--- src/design/stream_pkg.sv ---
package stream_pkg;

    ////////////////////////////////////////////////////////////////////////////
    // widths and sizes
    ////////////////////////////////////////////////////////////////////////////

    localparam int INST_WIDTH    = 16;
    localparam int DATA_WIDTH    = 16;
    localparam int IM_ADDR_WIDTH = 4;
    localparam int IM_DEPTH      = 2 ** IM_ADDR_WIDTH;
    localparam int OP_WIDTH      = 4;
    localparam int REG_IDX_WIDTH = 3;
    localparam int REG_COUNT     = 8;

    // first sampled word to first replay read, also the max burst length
    localparam int LOAD_DELAY = 9;

    typedef logic [INST_WIDTH-1:0]    inst_t;
    typedef logic [IM_ADDR_WIDTH-1:0] im_addr_t;
    typedef logic [OP_WIDTH-1:0]      opcode_t;
    typedef logic [REG_IDX_WIDTH-1:0] reg_idx_t;
    typedef logic [DATA_WIDTH-1:0]    data_t;

    ////////////////////////////////////////////////////////////////////////////
    // opcodes, bits 15..12 of the word
    ////////////////////////////////////////////////////////////////////////////

    localparam opcode_t OP_NOP = 4'd0;
    // rd = zext(imm8)
    localparam opcode_t OP_LDI = 4'd1;
    localparam opcode_t OP_ADD = 4'd2;
    localparam opcode_t OP_SUB = 4'd3;
    localparam opcode_t OP_XOR = 4'd4;
    // put rd on the result port
    localparam opcode_t OP_OUT = 4'd5;

endpackage

--- src/design/inst_decode.sv ---
`timescale 1ns/1ps

module inst_decode import stream_pkg::*; (
    input  logic     clk,
    input  logic     ctrl,
    input  inst_t    inst_out,
    input  logic     inst_out_v,
    output logic     dec_v,
    output opcode_t  dec_op,
    output reg_idx_t dec_rd,
    output reg_idx_t dec_rs,
    output data_t    dec_imm
);

    opcode_t raw_op;
    opcode_t legal_op;

    ////////////////////////////////////////////////////////////////////////////
    // field split
    ////////////////////////////////////////////////////////////////////////////

    // opcode in the top nibble
    assign raw_op = inst_out[15:12];

    // anything past OUT is undefined, squash to nop
    assign legal_op = (raw_op > OP_OUT) ? OP_NOP : raw_op;

    always_ff @(posedge clk or negedge ctrl) begin
        if (!ctrl) begin
            dec_v <= 1'b0;
        end else begin
            dec_v <= inst_out_v;
        end
    end

    // fields only move on a valid word
    always_ff @(posedge clk) begin
        if (inst_out_v) begin
            dec_op  <= legal_op;
            // destination 10..8, source 2..0
            dec_rd  <= inst_out[10:8];
            dec_rs  <= inst_out[2:0];
            // imm8 zero extended to data width
            dec_imm <= data_t'(inst_out[7:0]);
        end
    end

endmodule

--- config.mk ---
export PLATFORM = sky130hd
export DESIGN_NAME = inst_decode
export DESIGN_NICKNAME = d
export VERILOG_FILES = /design/src/design/stream_pkg.sv /design/src/design/inst_decode.sv
export SDC_FILE = /design/constraint.sdc
export NUM_CORES = 1
export LEC_CHECK = 0
export ABC_AREA = 1
export BUFFER_PORTS_ARGS = -buffer_cell sky130_fd_sc_hd__buf_2
export CAP_MARGIN = 20
export CORE_UTILIZATION = 37
export CTS_CLUSTER_SIZE = 16
export DETAILED_ROUTE_END_ITERATION = 10
export PLACE_DENSITY = 0.8
export SYNTH_ARGS = -nofsm -noshare
export SYNTH_HDL_FRONTEND = slang
export SYNTH_SLANG_ARGS = --single-unit
--- constraint.sdc ---
create_clock -name clk -period 0.8 [get_ports clk]
set_input_delay 0.04 -clock clk [delete_from_list [all_inputs] [get_ports clk]]
set_output_delay 0.04 -clock clk [all_outputs]
set_load 0.03 [all_outputs]
After elaboration in Yosys (flattened, before gate mapping) --
Cells that the tools add are included.
Operators by class: $lt $le $gt $ge 1
Operator list (number):
- $gt 4x3->1 const B | 1
Storage, ports and cells: logic and storage cells 6, input port bits 19, output and inout bits 27, register bits 19

Logic depth before layout (Yosys ltp) --
word-level depth 1, gate-level depth with buffers 3, mapped depth without buffers 3

Worst setup path before layout --
No wires, ideal clock.
kind register to output, start point register dec_rs[0], end point output dec_rs[0], slack 0.022 ns, data arrival time 0.738 ns, cell stages (with the launch flop) 2, data required time 0.760 ns, buffers on the path 1, cells stage by stage edfxtp_1 -> buf_4
RTL lines:
- start: declaration | RTL line inst_decode.sv:11 | output reg_idx_t dec_rs,
- start signal: assignment | RTL line inst_decode.sv:42 | dec_rs <= inst_out[2:0];
No word-level cell between the ends.

==> summary.txt <==
Synth
  • Cell count after synthesis: 37
  • Sequential element share of the synthesized area: 79.5%
  • Synth warnings: 0
  • Syn avg cell area: 16.2 um2
  • Register bit count reported by yosys: 16
  • Post-synthesis instance area: around 600 um2
  • Netlist cell types: 8

GRT
  • Global-route wire length before repair: 1550 um
  • Number of antenna violations at the first check in global routing: 0
  • Remaining global-route overflow: 0
  • Number of global-route vias before repair: 366
  • Overall track demand over capacity in global routing: 12.9%
  • Largest net degree at the start of global routing: 17

Clocking
  • Clock Sink Count: 16
  • Total clock buffers created by CTS: 3
  • Clock transition at the registers of the reported paths: 0.08 ns
  • Root buffer cell: clkbuf_4
  • Maximum level of the CTS H-tree: 1
  • Clock tree from TritonCTS: done
  • Clock buffer depth: 2

Route
  • Via/cell ratio: 4.04
  • Post-DRT Antenna Nets: 0
  • Number of detailed-routing iterations run before antenna repair: 3
  • Routed via count: 412
  • Drt drc: 0
  • DRC violation total after the first TritonRoute iteration: 3
  • WL/cell: 10.4 um
  • Total detailed-routing wirelength: 1060 um

Pwr
  • Power per Cell Area: 1890 nW/um2
  • Static Leakage: between 0.4 and 0.5 nW
  • Peak VDD IR: 0.827 mV
  • Power after layout: 1.89 mW

Setup path
  • Crit path DAT: 0.88 ns
  • Required @ worst endpoint: 0.76 ns
  • Worst Setup Start Kind: flip-flop
  • Cell Chain, Critical Path: buf_6
  • Bufs and invs on worst path: 1
  • Slowest library cell on the worst path: edfxtp_1
  • Worst Setup End Kind: output pin
  • Maximum net fanout on the critical path: 2
  • Kind of critical path: reg -> out
  • Kind of cell adding the most delay to the critical path: flip-flops
  • Worst path max stage delay: 0.44 ns

STA
  • Fmax: 1090 MHz
  • RSZ-0062 raised after global routing: true
  • Minimum setup slack in the final design: -0.118 ns
  • Final Cycle Share: 115%
  • Number of failing hold endpoints at the final stage: 0
  • Final number of max-transition violations: 0
  • Shortest period the worst path allows: slightly above 0.9 ns
  • Number of setup violations in the final report: 19

Hold path
  • Type of the worst min-delay path: in -> async

Cells and area
  • Post-layout nets: 106
  • Layout filler cell count: 112
  • End-of-flow core utilization: 66.6%
  • Share of cells above drive strength 1: a little under half
  • Syn-to-layout area delta: 67.8%
  • N_diodes: 0

Die
  • Height of the chip: 42.2 um
  • Effective utilization at floorplan: 39.7%
  • Number of top-level pins: 46
  • Width of the die: 42.2 um
  • Area enclosed by the die boundary: 1780 um2
  • Placement Rows: 14
  • Area inside the core boundary: 1510 um2

Status
  • Violations in the final reports: negative setup slack
  • Status: complete, but fails checks

Placed design
  • Number of port buffers: 36
  • Placer congestion estimate: ~0.58
  • Estimated wirelength of the detail-placed design: 667 um

Job
  • Number of violations of the max-capacitance limit: 0
==> cells in the final DEF (no fill, tap or decap) <==
cell           instances
conb_1                 9
clkbuf_4               3
buf_2                 17
edfxtp_1              15
dfrtp_1                1
dlygate4sd3_1         12
clkinv_1               1
nand2_1                1
inv_1                  4
nand2_2                1
nor2_1                 3
buf_6                 17
buf_4                  2
==> registers in the layout, indices dropped and copies added, names as in the netlist <==
register  count
dec_op        4
dec_imm       6
dec_rd        3
dec_v         1
dec_rs        2
==> timing repair <==
action,in CTS,in global routing
setup buffers,0,0
setup endpoints to repair,19,19
hold buffers,12,0
gates resized for setup,28,12
endpoints found under the hold margin,12,0
==> final timing paths <==
path / start / depth (start not counted) / slack [ns] / endpoint
max: dec_rs[0]$_DFFE_PP_ / 1 / -0.12 / dec_imm[0]
min: ctrl / 2 / 0.06 / dec_v$_DFF_PN0_
max in group asynchronous: ctrl / 2 / 0.65 / dec_v$_DFF_PN0_
min in group clk: inst_out_v / 1 / 0.07 / dec_v$_DFF_PN0_
==> cells by family (layout without fill, tap and decap cells) <==
kind of cell | after synthesis | after routing | share of synthesized area (%)
buf+inv | 15 | 56 | 16.3
simple gates | 5 | 5 | 3.56
other cells | 1 | 9 | 0.627
flops | 16 | 16 | 79.5
==> through the flow <==
stage / worst slack, ns / hold WS [ns] / setup TNS [ns] / instances / cell area, um2
global placement: 0.133 / -0.182 / 0 / 86 / 746
CTS: -0.0950 / 0.0551 / -1.34 / 102 / 978
global route: -0.163 / 0.0480 / -2.14 / 102 / 1000
finish: -0.118 / 0.0645 / -1.32 / 102 / 1000
detailed placement: 0.109 / -0.180 / 0 / 86 / 746
floorplan: 0.0219 / -0.256 / 0 / 45 / 628
==> report_power, final <==
group	internal [mW]	switching (mW)
clock network	0.180	0.224
logic	0.201	0.267
registers	0.988	0.0334
==> synth_stat cells (all sizes together) <==
library cell / instances / share of area [%]
edfxtp: 15 / 75
buf: 11 / 14
nor2: 3 / 1.9
conb: 1 / 0.63
inv: 4 / 2.5
nand2: 2 / 1.7
dfrtp: 1 / 4.2
==> area by class of cell <==
type / instances / area [um2] / share of cell area (%)
Multi-Input combinational cell: 14 / 55.1 / 5.49
Sequential cell: 16 / 475 / 47.4
Inverter: 4 / 15.0 / 1.50
Timing Repair Buffer: 48 / 412 / 41.0
Clock buffer: 3 / 22.5 / 2.24
Tap cell: 16 / 20.0 / 2.00
Clock inverter: 1 / 3.75 / 0.374
==> per-layer routing <==
layer  vias to the layer above  track usage, %  wire length [um]
li1                        201               -                 -
met2                        28            20.0               532
met3                         2            6.47               111
met4                         0            11.3                15
met5                         -               0                 0
met1                       181            12.4               398
No activity file was read; power rests on OpenSTA's default activity.
