[config.mk]
export PLATFORM = sky130hd
export DESIGN_NAME = exec_unit
export DESIGN_NICKNAME = d
export VERILOG_FILES = /design/src/design/stream_pkg.sv /design/src/design/exec_unit.sv
export SDC_FILE = /design/constraint.sdc
export NUM_CORES = 1
export LEC_CHECK = 0
export CAP_MARGIN = 20
export CORE_ASPECT_RATIO = 0.7
export CORE_UTILIZATION = 58
export CTS_CLUSTER_DIAMETER = 150
export DETAILED_ROUTE_END_ITERATION = 8
export DONT_BUFFER_PORTS = 1
export PLACE_DENSITY = 0.76
export SLEW_MARGIN = 20
export SYNTH_ARGS = -nofsm -noshare
export SYNTH_HDL_FRONTEND = slang
export SYNTH_SLANG_ARGS = --single-unit
[constraint.sdc]
create_clock -name clk -period 3.4 [get_ports clk]
set_input_delay 0.17 -clock clk [delete_from_list [all_inputs] [get_ports clk]]
set_output_delay 0.17 -clock clk [all_outputs]
set_load 0.1 [all_outputs]
[src/design/stream_pkg.sv]
package stream_pkg;

    ////////////////////////////////////////////////////////////////////////////
    // widths and sizes
    ////////////////////////////////////////////////////////////////////////////

    localparam int INST_WIDTH    = 16;
    localparam int DATA_WIDTH    = 16;
    localparam int IM_ADDR_WIDTH = 4;
    localparam int IM_DEPTH      = 2 ** IM_ADDR_WIDTH;
    localparam int OP_WIDTH      = 4;
    localparam int REG_IDX_WIDTH = 3;
    localparam int REG_COUNT     = 8;

    // first sampled word to first replay read, also the max burst length
    localparam int LOAD_DELAY = 9;

    typedef logic [INST_WIDTH-1:0]    inst_t;
    typedef logic [IM_ADDR_WIDTH-1:0] im_addr_t;
    typedef logic [OP_WIDTH-1:0]      opcode_t;
    typedef logic [REG_IDX_WIDTH-1:0] reg_idx_t;
    typedef logic [DATA_WIDTH-1:0]    data_t;

    ////////////////////////////////////////////////////////////////////////////
    // opcodes, bits 15..12 of the word
    ////////////////////////////////////////////////////////////////////////////

    localparam opcode_t OP_NOP = 4'd0;
    // rd = zext(imm8)
    localparam opcode_t OP_LDI = 4'd1;
    localparam opcode_t OP_ADD = 4'd2;
    localparam opcode_t OP_SUB = 4'd3;
    localparam opcode_t OP_XOR = 4'd4;
    // put rd on the result port
    localparam opcode_t OP_OUT = 4'd5;

endpackage

[src/design/exec_unit.sv]
`timescale 1ns/1ps

module exec_unit import stream_pkg::*; (
    input  logic     clk,
    input  logic     ctrl,
    input  logic     dec_v,
    input  opcode_t  dec_op,
    input  reg_idx_t dec_rd,
    input  reg_idx_t dec_rs,
    input  data_t    dec_imm,
    output logic     result_v,
    output data_t    result
);

    data_t regs [REG_COUNT];
    data_t rd_val;
    data_t rs_val;
    data_t alu_res;
    logic  alu_we;
    logic  is_out;

    ////////////////////////////////////////////////////////////////////////////
    // operand read and alu
    ////////////////////////////////////////////////////////////////////////////

    // previous write has already landed, no bypass needed
    assign rd_val = regs[dec_rd];
    assign rs_val = regs[dec_rs];
    assign is_out = dec_v && (dec_op == OP_OUT);

    always_comb begin
        alu_res = rd_val;
        alu_we  = 1'b0;
        case (dec_op)
            OP_LDI: begin
                alu_res = dec_imm;
                alu_we  = 1'b1;
            end
            // wraps mod 2^16
            OP_ADD: begin
                alu_res = rd_val + rs_val;
                alu_we  = 1'b1;
            end
            OP_SUB: begin
                alu_res = rd_val - rs_val;
                alu_we  = 1'b1;
            end
            OP_XOR: begin
                alu_res = rd_val ^ rs_val;
                alu_we  = 1'b1;
            end
            // nop, out and anything else leave the bank alone
            default: begin
                alu_res = rd_val;
                alu_we  = 1'b0;
            end
        endcase
    end

    ////////////////////////////////////////////////////////////////////////////
    // register bank and result port
    ////////////////////////////////////////////////////////////////////////////

    // bank survives across programs, only reset clears it
    always_ff @(posedge clk or negedge ctrl) begin
        if (!ctrl) begin
            for (int i = 0; i < REG_COUNT; i++) begin
                regs[i] <= '0;
            end
            result_v <= 1'b0;
        end else begin
            if (dec_v && alu_we) begin
                regs[dec_rd] <= alu_res;
            end
            // one pulse per out
            result_v <= is_out;
        end
    end

    always_ff @(posedge clk) begin
        if (is_out) begin
            result <= rd_val;
        end
    end

endmodule

Yosys cells after proc, flatten, opt, wreduce, memory -nomap -nowiden
Cells that the tools add are included.

Flip-flop bits (word level): 145. Input bits: 29. Word-level logic and storage cells: 38.

$add $sub $neg: 2. Magnitude comparators: 3. Equality and inequality tests: 5. Multiplexer cells: 11. Bitwise operators: 3. Reductions and logical operators: 4.

Operators by type and width (count): bitwise mux 128 bit (1); binary-select mux 16 bit (select 3 bit) (2); two-way mux 16 bit (5); one-hot mux 16 bit (4 select lines) (1); demux 16 bit (select 3 bit) (1); adder 16 bit (1); subtractor 16 bit (1); bitwise XOR 16 bit (1); equality test 4 x 2 -> 1 bit, second input constant (2); equality test 4 x 3 -> 1 bit, second input constant (2); >= comparator 4 bit, second input constant (2); inverter 3 -> 4 bit (2); equality test 4 x 1 -> 1 bit, second input constant (1); < comparator 4 x 1 -> 1 bit, second input constant (1); OR reduction 4 bit (1); logical AND 1 bit (3); two-way mux 1 bit (1).

Longest topological paths before layout
Gate-level depths: netlist of run 1.

Depth in word-level cells: 7. Depth in mapped cells: 20.

Worst setup path after synthesis of run 1
Ideal clock, no wire load.

Path kind: input-to-reg. Start: input dec_rs[0]. End: register regs[75] in the netlist's numbering. Library setup time: 150 ps. Data arrival time: 3969 ps. Slack: -719 ps. Stages: 16. Cell sequence: buf_2 > buf_2 > mux4_2 > mux2i_1 > ha_1 > a21oi_1 > ha_1 > nor2b_1 > o31ai_1 > a211oi_1 > o21ai_1 > nand2b_1 > a21oi_1 > xnor2_1 > a211oi_1 > a21oi_1.

Longest elaborated chain between the ends: 7. Elaborated cells between the ends (all ways): 9. Those cells by class: 2 x add/sub; 5 x mux; 2 x bitwise.

Ends and longest elaborated chain: from (decl) (RTL line exec_unit.sv:9) `input reg_idx_t dec_rs,`; inverter 3 -> 4 bit (implied by the code) * (RTL line exec_unit.sv:28) `assign rs_val = regs[dec_rs];`; binary-select mux 16 bit (select 3 bit) * (RTL line exec_unit.sv:28); two-way mux 16 bit (implied by the code) * (2 in a row) (RTL line exec_unit.sv:28); subtractor 16 bit, or another cell as far along (RTL line exec_unit.sv:45) `alu_res = rd_val - rs_val;`; one-hot mux 16 bit (4 select lines) * (RTL line exec_unit.sv:34) `case (dec_op)`; bitwise mux 128 bit * (RTL line exec_unit.sv:73) `regs[dec_rd] <= alu_res;`; to (signal, indexed assignment) (RTL line exec_unit.sv:73); to (decl) (RTL line exec_unit.sv:15) `data_t regs [REG_COUNT];`.

Mark *: on every way between the ends. The rest lies on a longest branch, timed or not. The select of a mux whose other input is x is not followed. A chain may end at the register's enable or synchronous reset.

Final worst setup path of run 1
Start: register regs[67] in the netlist's numbering. End: register regs[12] in the netlist's numbering.

Longest elaborated chain between the ends: 6. Elaborated cells between the ends (all ways): 10. Those cells by class: 2 x add/sub; 8 x mux.

Ends and longest elaborated chain (RTL line): binary-select mux 16 bit (select 3 bit), on equally long branches (exec_unit.sv:27, exec_unit.sv:28); two-way mux 16 bit, on equally long branches (2 in a row) (exec_unit.sv:27, exec_unit.sv:28); subtractor 16 bit or adder 16 bit (tied branches) (exec_unit.sv:45, exec_unit.sv:41); one-hot mux 16 bit (4 select lines) * (exec_unit.sv:34); bitwise mux 128 bit * (exec_unit.sv:73).

Marks and branches as above.

==> results.toml, run 1 <==
[run_status]
status = "finished, violations left"
violations = "negative setup slack"

[route]
drc = 0
dr.first_iter.drc_count = 897
drt-total-wl_um = 30480
wl_per_cell_um = 25.24
postRouteAntennaNets = 0
firstDrtPassIters = 6
dr_total_vias = 8272
viasPerCell = 6.848

[placed_design]
placed_cells = 1149
dpl-instance-area_sq_um = 10080
routabilityCongestion = 1.040
hpwlAfterDp_um = 19900
io_buffers = 0

[sta]
rsz0062_at_grt = "yes"
timing.final.crit_share_pct = 114.9
slew_viol_final = 0
worst_slew_pin_slew_ns = 0.9496
finalSetupViolations = 87
max_slew_margin_pct = 36.69
min_period_ns = 3.905
fin_setup_tns_ns = -25.40
whs_ns = 0.03144
final_hold_viol_count = 0
fin_skew_ns = 0.01166
timing.final.ws_setup_ns = -0.5050
fmax_mhz = 256.1

[power]
peakVddDrop_mv = 0.4623
total_power_w = 0.009823
power_leakage_nw = 4.878
power_density_nw_per_um2 = 852.8

[synth]
yosys_warnings = 0
ys.flop_type = "dfrtp_1"
async_flop_share_pct = 88.97
synth_cell_types = 68
yosys.area.top_type_share_pct = 36.69
yosys-top-cells-area = "dfrtp_1, mux4_2, a21oi_1, nor2_1, edfxtp_1"
seq_area_frac_synth_pct = 42.15
synth_edf_count = 16
yosysMostFrequentCell = "nor2_1"
ys_ff_latch = 145
syn_inst = 852
syn_nets = 898
synth_area_sq_um = 8798
ys_top_cells_by_count = "nor2_1, dfrtp_1, a21oi_1"
yosysTopAreaCell = "dfrtp_1"
avgSynthCellArea_sq_um = 10.33

[floorplanning]
io_pins = 46
placementRows = 37
coreArea_sq_um = 14770
fp.dieArea_sq_um = 15670
start_util_pct = 59.58
die_h_um = 105.0
die_x_um = 149.2

[cts]
h-tree-depth = 4
clock-sinks = 145
cts_made_buffers = 17
clk_latency_ns = 0.43
cts_buffer_depth = 2
cts.clk_slew.worst_paths_ns = 0.07
cts_tree = "yes"
cts-root-buf = "clkbuf_16"

[final_layout]
regArea_sq_um = 3709
drive_gt1_share_pct = 40.51
final_nets = 1045
area_growth_syn_to_layout_pct = 30.92
n_fill_cell = 849
multi_input_area_sq_um = 5404
design_area_sq_um = 11520
layoutNonFillerInstCount = 1208

[grt]
grt_pass1_vias = 8218
grt_overflow = 0
grt_pass1_wl_um = 45530
grt_max_degree = 130
antenna_found_initial = 0
grt_usage_pct = 39.26

[critical_path]
worstPathRequired_ns = 3.71
endpoint_kind = "flop"
critPathKind = "reg2reg"
start_kind = "flop"
critPathMaxFanout = 5
arrival_ns = 4.21

[min_path]
hold_path.class = "in2reg"

[job]
drv_cap = 0
-- cells by family (layout without fill, tap and decap cells) --
family | Yosys count | count (layout) | synth area share [%]
flops | 145 | 145 | 42.15
xor+xnor | 34 | 34 | 3.384
simple gates | 245 | 245 | 11.95
mux | 102 | 102 | 19.48
fa+ha+maj | 17 | 17 | 2.503
other cells | 0 | 1 | 0
compound gates | 233 | 233 | 16.55
buf+inv | 76 | 236 | 3.982
-- through the flow --
step / util, % / worst slack (ns)
6_report: 78.00 / -0.5050
5_1_grt: 77.98 / -0.6173
4_1_cts: 75.61 / -0.3565
3_5_place_dp: 68.26 / -0.6412
3_3_place_gp: 68.26 / -0.5251
2_1_floorplan: - / -0.1128
-- worst paths after layout --
kind / end / cells after the start / from / slack [ns]
setup reg to reg: regs[12]$_DFFE_PN0P_ / 18 / regs[67]$_DFFE_PN0P_ / -0.50
hold reg to reg: regs[123]$_DFFE_PN0P_ / 2 / regs[123]$_DFFE_PN0P_ / 0.53
setup / recovery: regs[12]$_DFFE_PN0P_ / 18 / regs[67]$_DFFE_PN0P_ / -0.50
min in group asynchronous: regs[33]$_DFFE_PN0P_ / 2 / ctrl / 0.35
hold / removal: regs[124]$_DFFE_PN0P_ / 2 / dec_v / 0.03
max in group asynchronous: regs[74]$_DFFE_PN0P_ / 2 / ctrl / 2.52
-- worst max-delay path, cell delays in order (launching register included) --
cell and delay (ns):
dfrtp_1 0.39, nor3_1 0.24, a211oi_1 0.10, or4_4 0.53
nand2b_4 0.20, o21ai_2 0.16, xnor2_1 0.08, ha_1 0.37
a21o_1 0.23, a21oi_4 0.18, a2bb2oi_2 0.16, o311ai_2 0.13
a21oi_2 0.20, buf_4 0.15, xnor2_2 0.06, nand2_2 0.10
nand4_1 0.14, buf_4 0.18, o22a_1 0.20
-- report_power, final --
part / switching, W / internal [W] / total [W]
Clock: 0.000861 / 0.00112 / 0.00198
Sequential: 0.000393 / 0.00224 / 0.00264
Combinational: 0.00254 / 0.00266 / 0.00520
-- placed cells by master, fill, tap and decap left out, types with 5 or more instances in the layout --
cell,instances
mux2_4,7
xor2_1,10
inv_1,16
nor3_1,9
a221oi_1,14
nand2_2,5
nor2_2,8
mux4_2,48
clkbuf_16,17
dfrtp_1,129
o21ai_2,9
a21oi_2,44
a211oi_2,6
mux2_2,7
nand3_1,6
xnor2_1,20
ha_1,13
o21ai_1,15
a21oi_4,5
mux2i_1,30
nor2_1,130
nand2_1,48
mux2i_4,9
o21ai_0,5
edfxtp_1,16
inv_6,5
a21oi_1,80
buf_4,167
buf_6,12
-- layer usage --
layer | GRT usage (%) | share of wire (%) | wire [um]
met1 | 51.84 | 37 | 11380
met4 | 18.15 | 4.5 | 1370
met5 | 0 | 0 | 0
met2 | 60.30 | 46 | 14150
met3 | 10.74 | 12 | 3578
-- layout make-up --
type	instances	area share, %
well taps	195	2.118
inverters	20	0.6518
repair buffers	184	12.73
flip-flops and latches	145	32.20
diodes	1	0.02173
multi-input cells	631	46.92
clock buffers	17	3.693
clock inverters	15	1.673
-- flip-flops by register name, indices dropped and copies added, names as in the netlist --
signal,flops
result,16
regs,128
result_v,1
-- timing repair --
| item | 4_1_cts | 5_1_grt |
|---|---|---|
| setup endpoints to repair | 88 | 112 |
| endpoints found under the hold margin | 132 | 0 |
| hold buffers | 4 | 0 |
| resized for setup | 61 | 70 |
| pin swaps | 47 | 40 |
| buffers inserted | 17 | 8 |
Note: power is estimated with default switching activity, not from simulation.
==> inputs of run 2 (changes only) <==
--- a/config.mk
+++ b/config.mk
@@ -12,6 +12,7 @@
 export DETAILED_ROUTE_END_ITERATION = 8
 export DONT_BUFFER_PORTS = 1
 export PLACE_DENSITY = 0.76
+export SKIP_LAST_GASP = 1
 export SLEW_MARGIN = 20
 export SYNTH_ARGS = -nofsm -noshare
 export SYNTH_HDL_FRONTEND = slang
==> run 2 against run 1 <==
The run still ends with negative setup slack left; utilization fell by 0.89 points; count of clock-buffer cells in the layout did not move; die area did not move; critical endpoint is now regs[110]$_DFFE_PN0P_; sequential share of layout area rose by 0.37 points; fmax rose by 1.8%.
==> results.toml, run 2 (same netlist as run 1, synthesis figures left out) <==
[critical_path]
critPathKind = "reg2reg"
start_kind = "flop"
reg2reg_slack_ns = -0.44
ff2ff_path_depth = 16
worstPathRequired_ns = 3.75
startpoint = "regs[32]$_DFFE_PN0P_"
critPathMaxFanout = 7
cp-endpoint = "regs[110]$_DFFE_PN0P_"
reg2reg_to = "regs[110]$_DFFE_PN0P_"
r2r-start = "regs[32]$_DFFE_PN0P_"
endpoint_kind = "flop"
arrival_ns = 4.19

[sta]
min_period_ns = 3.837
slew_viol_final = 0
max_slew_margin_pct = 34.56
fin_skew_ns = 0.01379
rsz0062_at_grt = "yes"
finalSetupViolations = 82
timing.final.crit_share_pct = 112.8
final_hold_viol_count = 0
fmax_mhz = 260.7
worst_slew_pin_slew_ns = 0.9816
timing.final.ws_setup_ns = -0.4365

[grt]
grt_util_met2_pct = 60.70
grt_overflow = 0
grt_pass1_vias = 8223
grt_use_met3_pct = 10.52
grt_pass1_wl_um = 45600
grtUsageMet1_pct = 51.77
antenna_found_initial = 1
busiest_layer = "met2"
grt_max_degree = 130
grt_usage_pct = 39.28

[final_layout]
area_growth_syn_to_layout_pct = 29.42
n_fill_cell = 885
drive_gt1_share_pct = 37.81
regMostFlops = "regs"
final_nets = 1046
final_common_cell = "buf_4"
layoutNonFillerInstCount = 1209
reg.largest.list = "regs x128, result x16, result_v x1"
largest_register_ffs = 128
layout_common_cells = "buf_4, nor2_1, dfrtp_1, a21oi_1, nand2_1"

[floorplanning]
coreArea_sq_um = 14770
placementRows = 37
die_x_um = 149.2
io_pins = 46
fp.dieArea_sq_um = 15670
start_util_pct = 59.58
die_h_um = 105.0

[min_path]
hold_path.class = "in2reg"

[power]
power_leakage_nw = 4.850
power_density_nw_per_um2 = 848.6
swShare_pct = 38.31
pwr-share-clk_pct = 20.5
power_frac_comb_pct = 52.2
switching_power_w = 0.003702
internal-power_w = 0.005961
peakVddDrop_mv = 0.4016
p_seq_share_pct = 27.2

[run_status]
status = "finished, violations left"
violations = "negative setup slack"

[cts]
cts.clk_slew.worst_paths_ns = 0.07
cts_made_buffers = 17
clk_latency_ns = 0.44
cts_buffer_depth = 2
clock-sinks = 145
cts_tree = "yes"
cts-root-buf = "clkbuf_16"
h-tree-depth = 4

[route]
dr.first_iter.drc_count = 1052
drt-total-wl_um = 30030
firstDrtPassIters = 5
postRouteAntennaNets = 0
drc = 0
dr_total_vias = 8262
viasPerCell = 6.834
wl_per_cell_um = 24.83

[placed_design]
hpwlAfterDp_um = 19900
routabilityCongestion = 1.040
io_buffers = 0
placed_cells = 1149
dpl_worst_slack_ns = -0.6412

[job]
drv_cap = 0
==> run 2: how the worst min path moves through the flow <==
stage                      from               endpoint  slack (ns)  depth (start not counted)
after global routing      dec_v  regs[124]$_DFFE_PN0P_        0.01                          2
after detailed placement   ctrl  regs[113]$_DFFE_PN0P_       -0.12                          0
after floorplan            ctrl    regs[0]$_DFFE_PN0P_       -0.13                          0
after CTS                 dec_v  regs[124]$_DFFE_PN0P_       0.002                          2
after global placement     ctrl   regs[96]$_DFFE_PN0P_       -0.12                          0
final                     dec_v  regs[124]$_DFFE_PN0P_        0.02                          2
==> run 2: critical path: stages, from the launching register on <==
cell and delay [ns]:
dfrtp_1 0.42, mux4_2 0.51, mux2i_4 0.20, ha_4 0.22, nand2_4 0.12, o21ai_2 0.18, xnor2_1 0.11, ha_1 0.37
nand3_2 0.12, o21bai_4 0.20, o311ai_2 0.26, a21oi_2 0.10, o21bai_1 0.28, mux2i_2 0.25, buf_4 0.17, nor2_4 0.07
a21oi_1 0.18
==> run 2: cell type report <==
| cell class | count | area [sq um] | area share, % |
|---|---|---|---|
| Multi-Input combinational cell | 631 | 5276 | 46.34 |
| Sequential cell | 145 | 3709 | 32.57 |
| Timing Repair Buffer | 185 | 1463 | 12.84 |
| Clock buffer | 17 | 425.4 | 3.736 |
| Tap cell | 195 | 244.0 | 2.143 |
| Clock inverter | 15 | 192.7 | 1.692 |
| Inverter | 20 | 75.07 | 0.6593 |
| Antenna cell | 1 | 2.502 | 0.02198 |
==> run 2: what timing repair did <==
action / CTS / global route
setup endpoints to repair: 88 / 112
hold buffers: 4 / 0
endpoints found under the hold margin: 132 / 0
resized for setup: 56 / 40
setup buffers: 17 / 8
pin swaps: 46 / 29
==> run 2: layer usage <==
| layer | share of wire [%] | vias to the layer above | wire, um |
|---|---|---|---|
| met3 | 12 | 147 | 3458 |
| met1 | 38 | 4057 | 11340 |
| li1 | - | 3449 | - |
| met4 | 4.1 | 0 | 1237 |
| met5 | 0 | - | 0 |
| met2 | 47 | 609 | 13990 |
==> run 2: power groups by stage <==
stage                     Clock [W]  Combinational [W]  Sequential (W)
after floorplan                   0            0.00250         0.00257
after global placement            0            0.00391         0.00258
after detailed placement          0            0.00406         0.00263
after CTS                   0.00198            0.00456         0.00261
after global routing        0.00206            0.00534         0.00267
final                       0.00198            0.00505         0.00263
==> run 2: per-stage QoR <==
step	setup TNS [ns]	power [W]	hold slack [ns]	utilization, %	instance area (sq um)
final	-22.61	0.009663	0.01809	77.11	11390
after global routing	-36.01	0.01006	0.009816	77.09	11380
after floorplan	-1.806	0.005064	-0.1256	-	8966
after detailed placement	-23.99	0.006685	-0.1219	68.26	10080
after global placement	-19.53	0.006492	-0.1216	68.26	10080
after CTS	-18.06	0.009154	0.002056	75.42	11140
==> inputs of run 3 (changes only) <==
--- a/config.mk
+++ b/config.mk
@@ -11,6 +11,7 @@
 export CTS_CLUSTER_DIAMETER = 150
 export DETAILED_ROUTE_END_ITERATION = 8
 export DONT_BUFFER_PORTS = 1
+export HOLD_SLACK_MARGIN = 0.08
 export PLACE_DENSITY = 0.76
 export SKIP_LAST_GASP = 1
 export SLEW_MARGIN = 20
==> constraint.sdc (replaced) <==
create_clock -name clk -period 3.49 [get_ports clk]
set_input_delay 0.1745 -clock clk [delete_from_list [all_inputs] [get_ports clk]]
set_output_delay 0.1745 -clock clk [all_outputs]
set_load 0.1 [all_outputs]
==> run 3 against run 2 <==
Largest power group unchanged; fmax down 0.81%; wire length down 4.0%; the run still ends with negative setup slack left; critical path depth up 1.
==> results.toml, run 3 (same netlist as run 1, synthesis figures left out) <==
[power]
peakVddDrop_mv = 0.6746
switching_power_w = 0.003452
total_power_w = 0.009156
pwr-share-clk_pct = 21.8
swShare_pct = 37.71
power_leakage_nw = 4.713
internal-power_w = 0.005704
power_frac_comb_pct = 50.2
power_density_nw_per_um2 = 817.6
p_seq_share_pct = 28.0

[sta]
timing.final.crit_share_pct = 110.8
slew_viol_final = 0
fin_setup_tns_ns = -19.73
final_hold_viol_count = 0
fin_skew_ns = 0.009739
timing.final.ws_setup_ns = -0.3777
rsz0062_at_grt = "yes"
fmax_mhz = 258.6
finalSetupViolations = 87
max_slew_margin_pct = 39.70
worst_slew_pin_slew_ns = 0.9063
min_period_ns = 3.868

[floorplanning]
start_util_pct = 59.58
fp.dieArea_sq_um = 15670
io_pins = 46
coreArea_sq_um = 14770
die_x_um = 149.2
die_h_um = 105.0
placementRows = 37

[route]
dr.first_iter.drc_count = 1210
drt-total-wl_um = 28820
firstDrtPassIters = 8
postRouteAntennaNets = 0
dr_total_vias = 8091
wl_per_cell_um = 24.36
viasPerCell = 6.839
drc = 0

[run_status]
status = "finished, violations left"
violations = "negative setup slack"

[cts]
cts-root-buf = "clkbuf_16"
cts_made_buffers = 17
cts.clk_slew.worst_paths_ns = 0.07
cts_buffer_depth = 2
clock-sinks = 145
cts_tree = "yes"
h-tree-depth = 4
clk_latency_ns = 0.42

[grt]
grt_pass1_vias = 7953
grt_usage_pct = 38.20
grt_max_degree = 130
grt_pass1_wl_um = 44520
grt_overflow = 0
antenna_found_initial = 0

[critical_path]
arrival_ns = 4.17
start_kind = "flop"
reg2reg_slack_ns = -0.38
critPathMaxFanout = 4
crit_buf_inv = 1
cpLargestDelayFamily = "compound AO/OA/AOI/OAI gates"
critPathKind = "reg2reg"
worstPathRequired_ns = 3.80
path_cells = "mux4_2 -> mux2i_4 -> ha_4 -> nand2_4 -> nor2_4 -> a31oi_4 -> xor2_1 -> ha_1 -> nand2_2 -> a2bb2oi_2 -> o311ai_4 -> a21oi_2 -> xnor2_1 -> nand2_1 -> nand4_1 -> buf_4 -> o22a_1"
critPathMaxStageDelay_ns = 0.51
crit_path_top_delay_cell = "mux4_2"
endpoint_kind = "flop"

[min_path]
hold_path.class = "in2reg"

[final_layout]
largest_register_ffs = 128
drive_gt1_share_pct = 37.04
reg.largest.list = "regs x128, result x16, result_v x1"
regMostFlops = "regs"
diodes = 0
layoutNonFillerInstCount = 1183
n_fill_cell = 910
final_nets = 1021
final_common_cell = "buf_4"
layout_common_cells = "buf_4, nor2_1, dfrtp_1, a21oi_1, nand2_1"
area_growth_syn_to_layout_pct = 27.29

[job]
drv_cap = 0

[placed_design]
hpwlAfterDp_um = 18800
io_buffers = 0
routabilityCongestion = 0.9290
dpl_worst_slack_ns = -0.6766
placed_cells = 1128
[run 3: final timing paths]
| check | from | endpoint | cells past startpoint |
|---|---|---|---|
| min | dec_rd[1] | regs[28]$_DFFE_PN0P_ | 2 |
| max in group asynchronous | ctrl | regs[118]$_DFFE_PN0P_ | 2 |
| max reg2reg | regs[1]$_DFFE_PN0P_ | regs[44]$_DFFE_PN0P_ | 17 |
| min reg2reg | regs[119]$_DFFE_PN0P_ | regs[119]$_DFFE_PN0P_ | 2 |
| min in group asynchronous | ctrl | regs[112]$_DFFE_PN0P_ | 2 |
| max | regs[1]$_DFFE_PN0P_ | regs[44]$_DFFE_PN0P_ | 17 |
[run 3: stage by stage]
stage	hold WS, ns	util [%]	area, sq um
3_5_place_dp	-0.1174	67.16	9918
5_1_grt	0.08505	75.84	11200
6_report	0.09561	75.84	11200
4_1_cts	0.08155	74.17	10950
2_1_floorplan	-0.1211	-	8944
3_3_place_gp	-0.1162	67.16	9918
[run 3: timing repair]
item,4_1_cts,5_1_grt
hold buffers,7,0
pin swaps,37,30
setup endpoints to repair,96,96
hold endpoints to repair,136,0
resized for setup,58,43
setup buffers,10,8
[run 3: routing by layer]
layer  GRT usage (%)  vias up  share of wire (%)
li1                -     3396                  -
met1           51.40     3967                 38
met2           57.44      627                 46
met3           11.09      101                 13
met4           17.06        0                3.9
met5               0        -                  0
[run 3: final cells by class]
type                       count  area [sq um]  area share (%)
multi-input combinational    631          5268           47.03
sequential                   145          3709           33.11
timing repair buffer         160          1271           11.35
clock buffer                  18         429.2           3.832
tap                          195         244.0           2.179
clock inverter                14         203.9           1.821
inverter                      20         75.07          0.6703
[run 3: power by group through the flow]
stage | Sequential [W] | Combinational [W] | Clock (W)
2_1_floorplan | 0.00250 | 0.00241 | 0
3_5_place_dp | 0.00257 | 0.00379 | 0
4_1_cts | 0.00254 | 0.00417 | 0.00199
6_report | 0.00256 | 0.00460 | 0.00199
3_3_place_gp | 0.00251 | 0.00363 | 0
5_1_grt | 0.00261 | 0.00487 | 0.00207
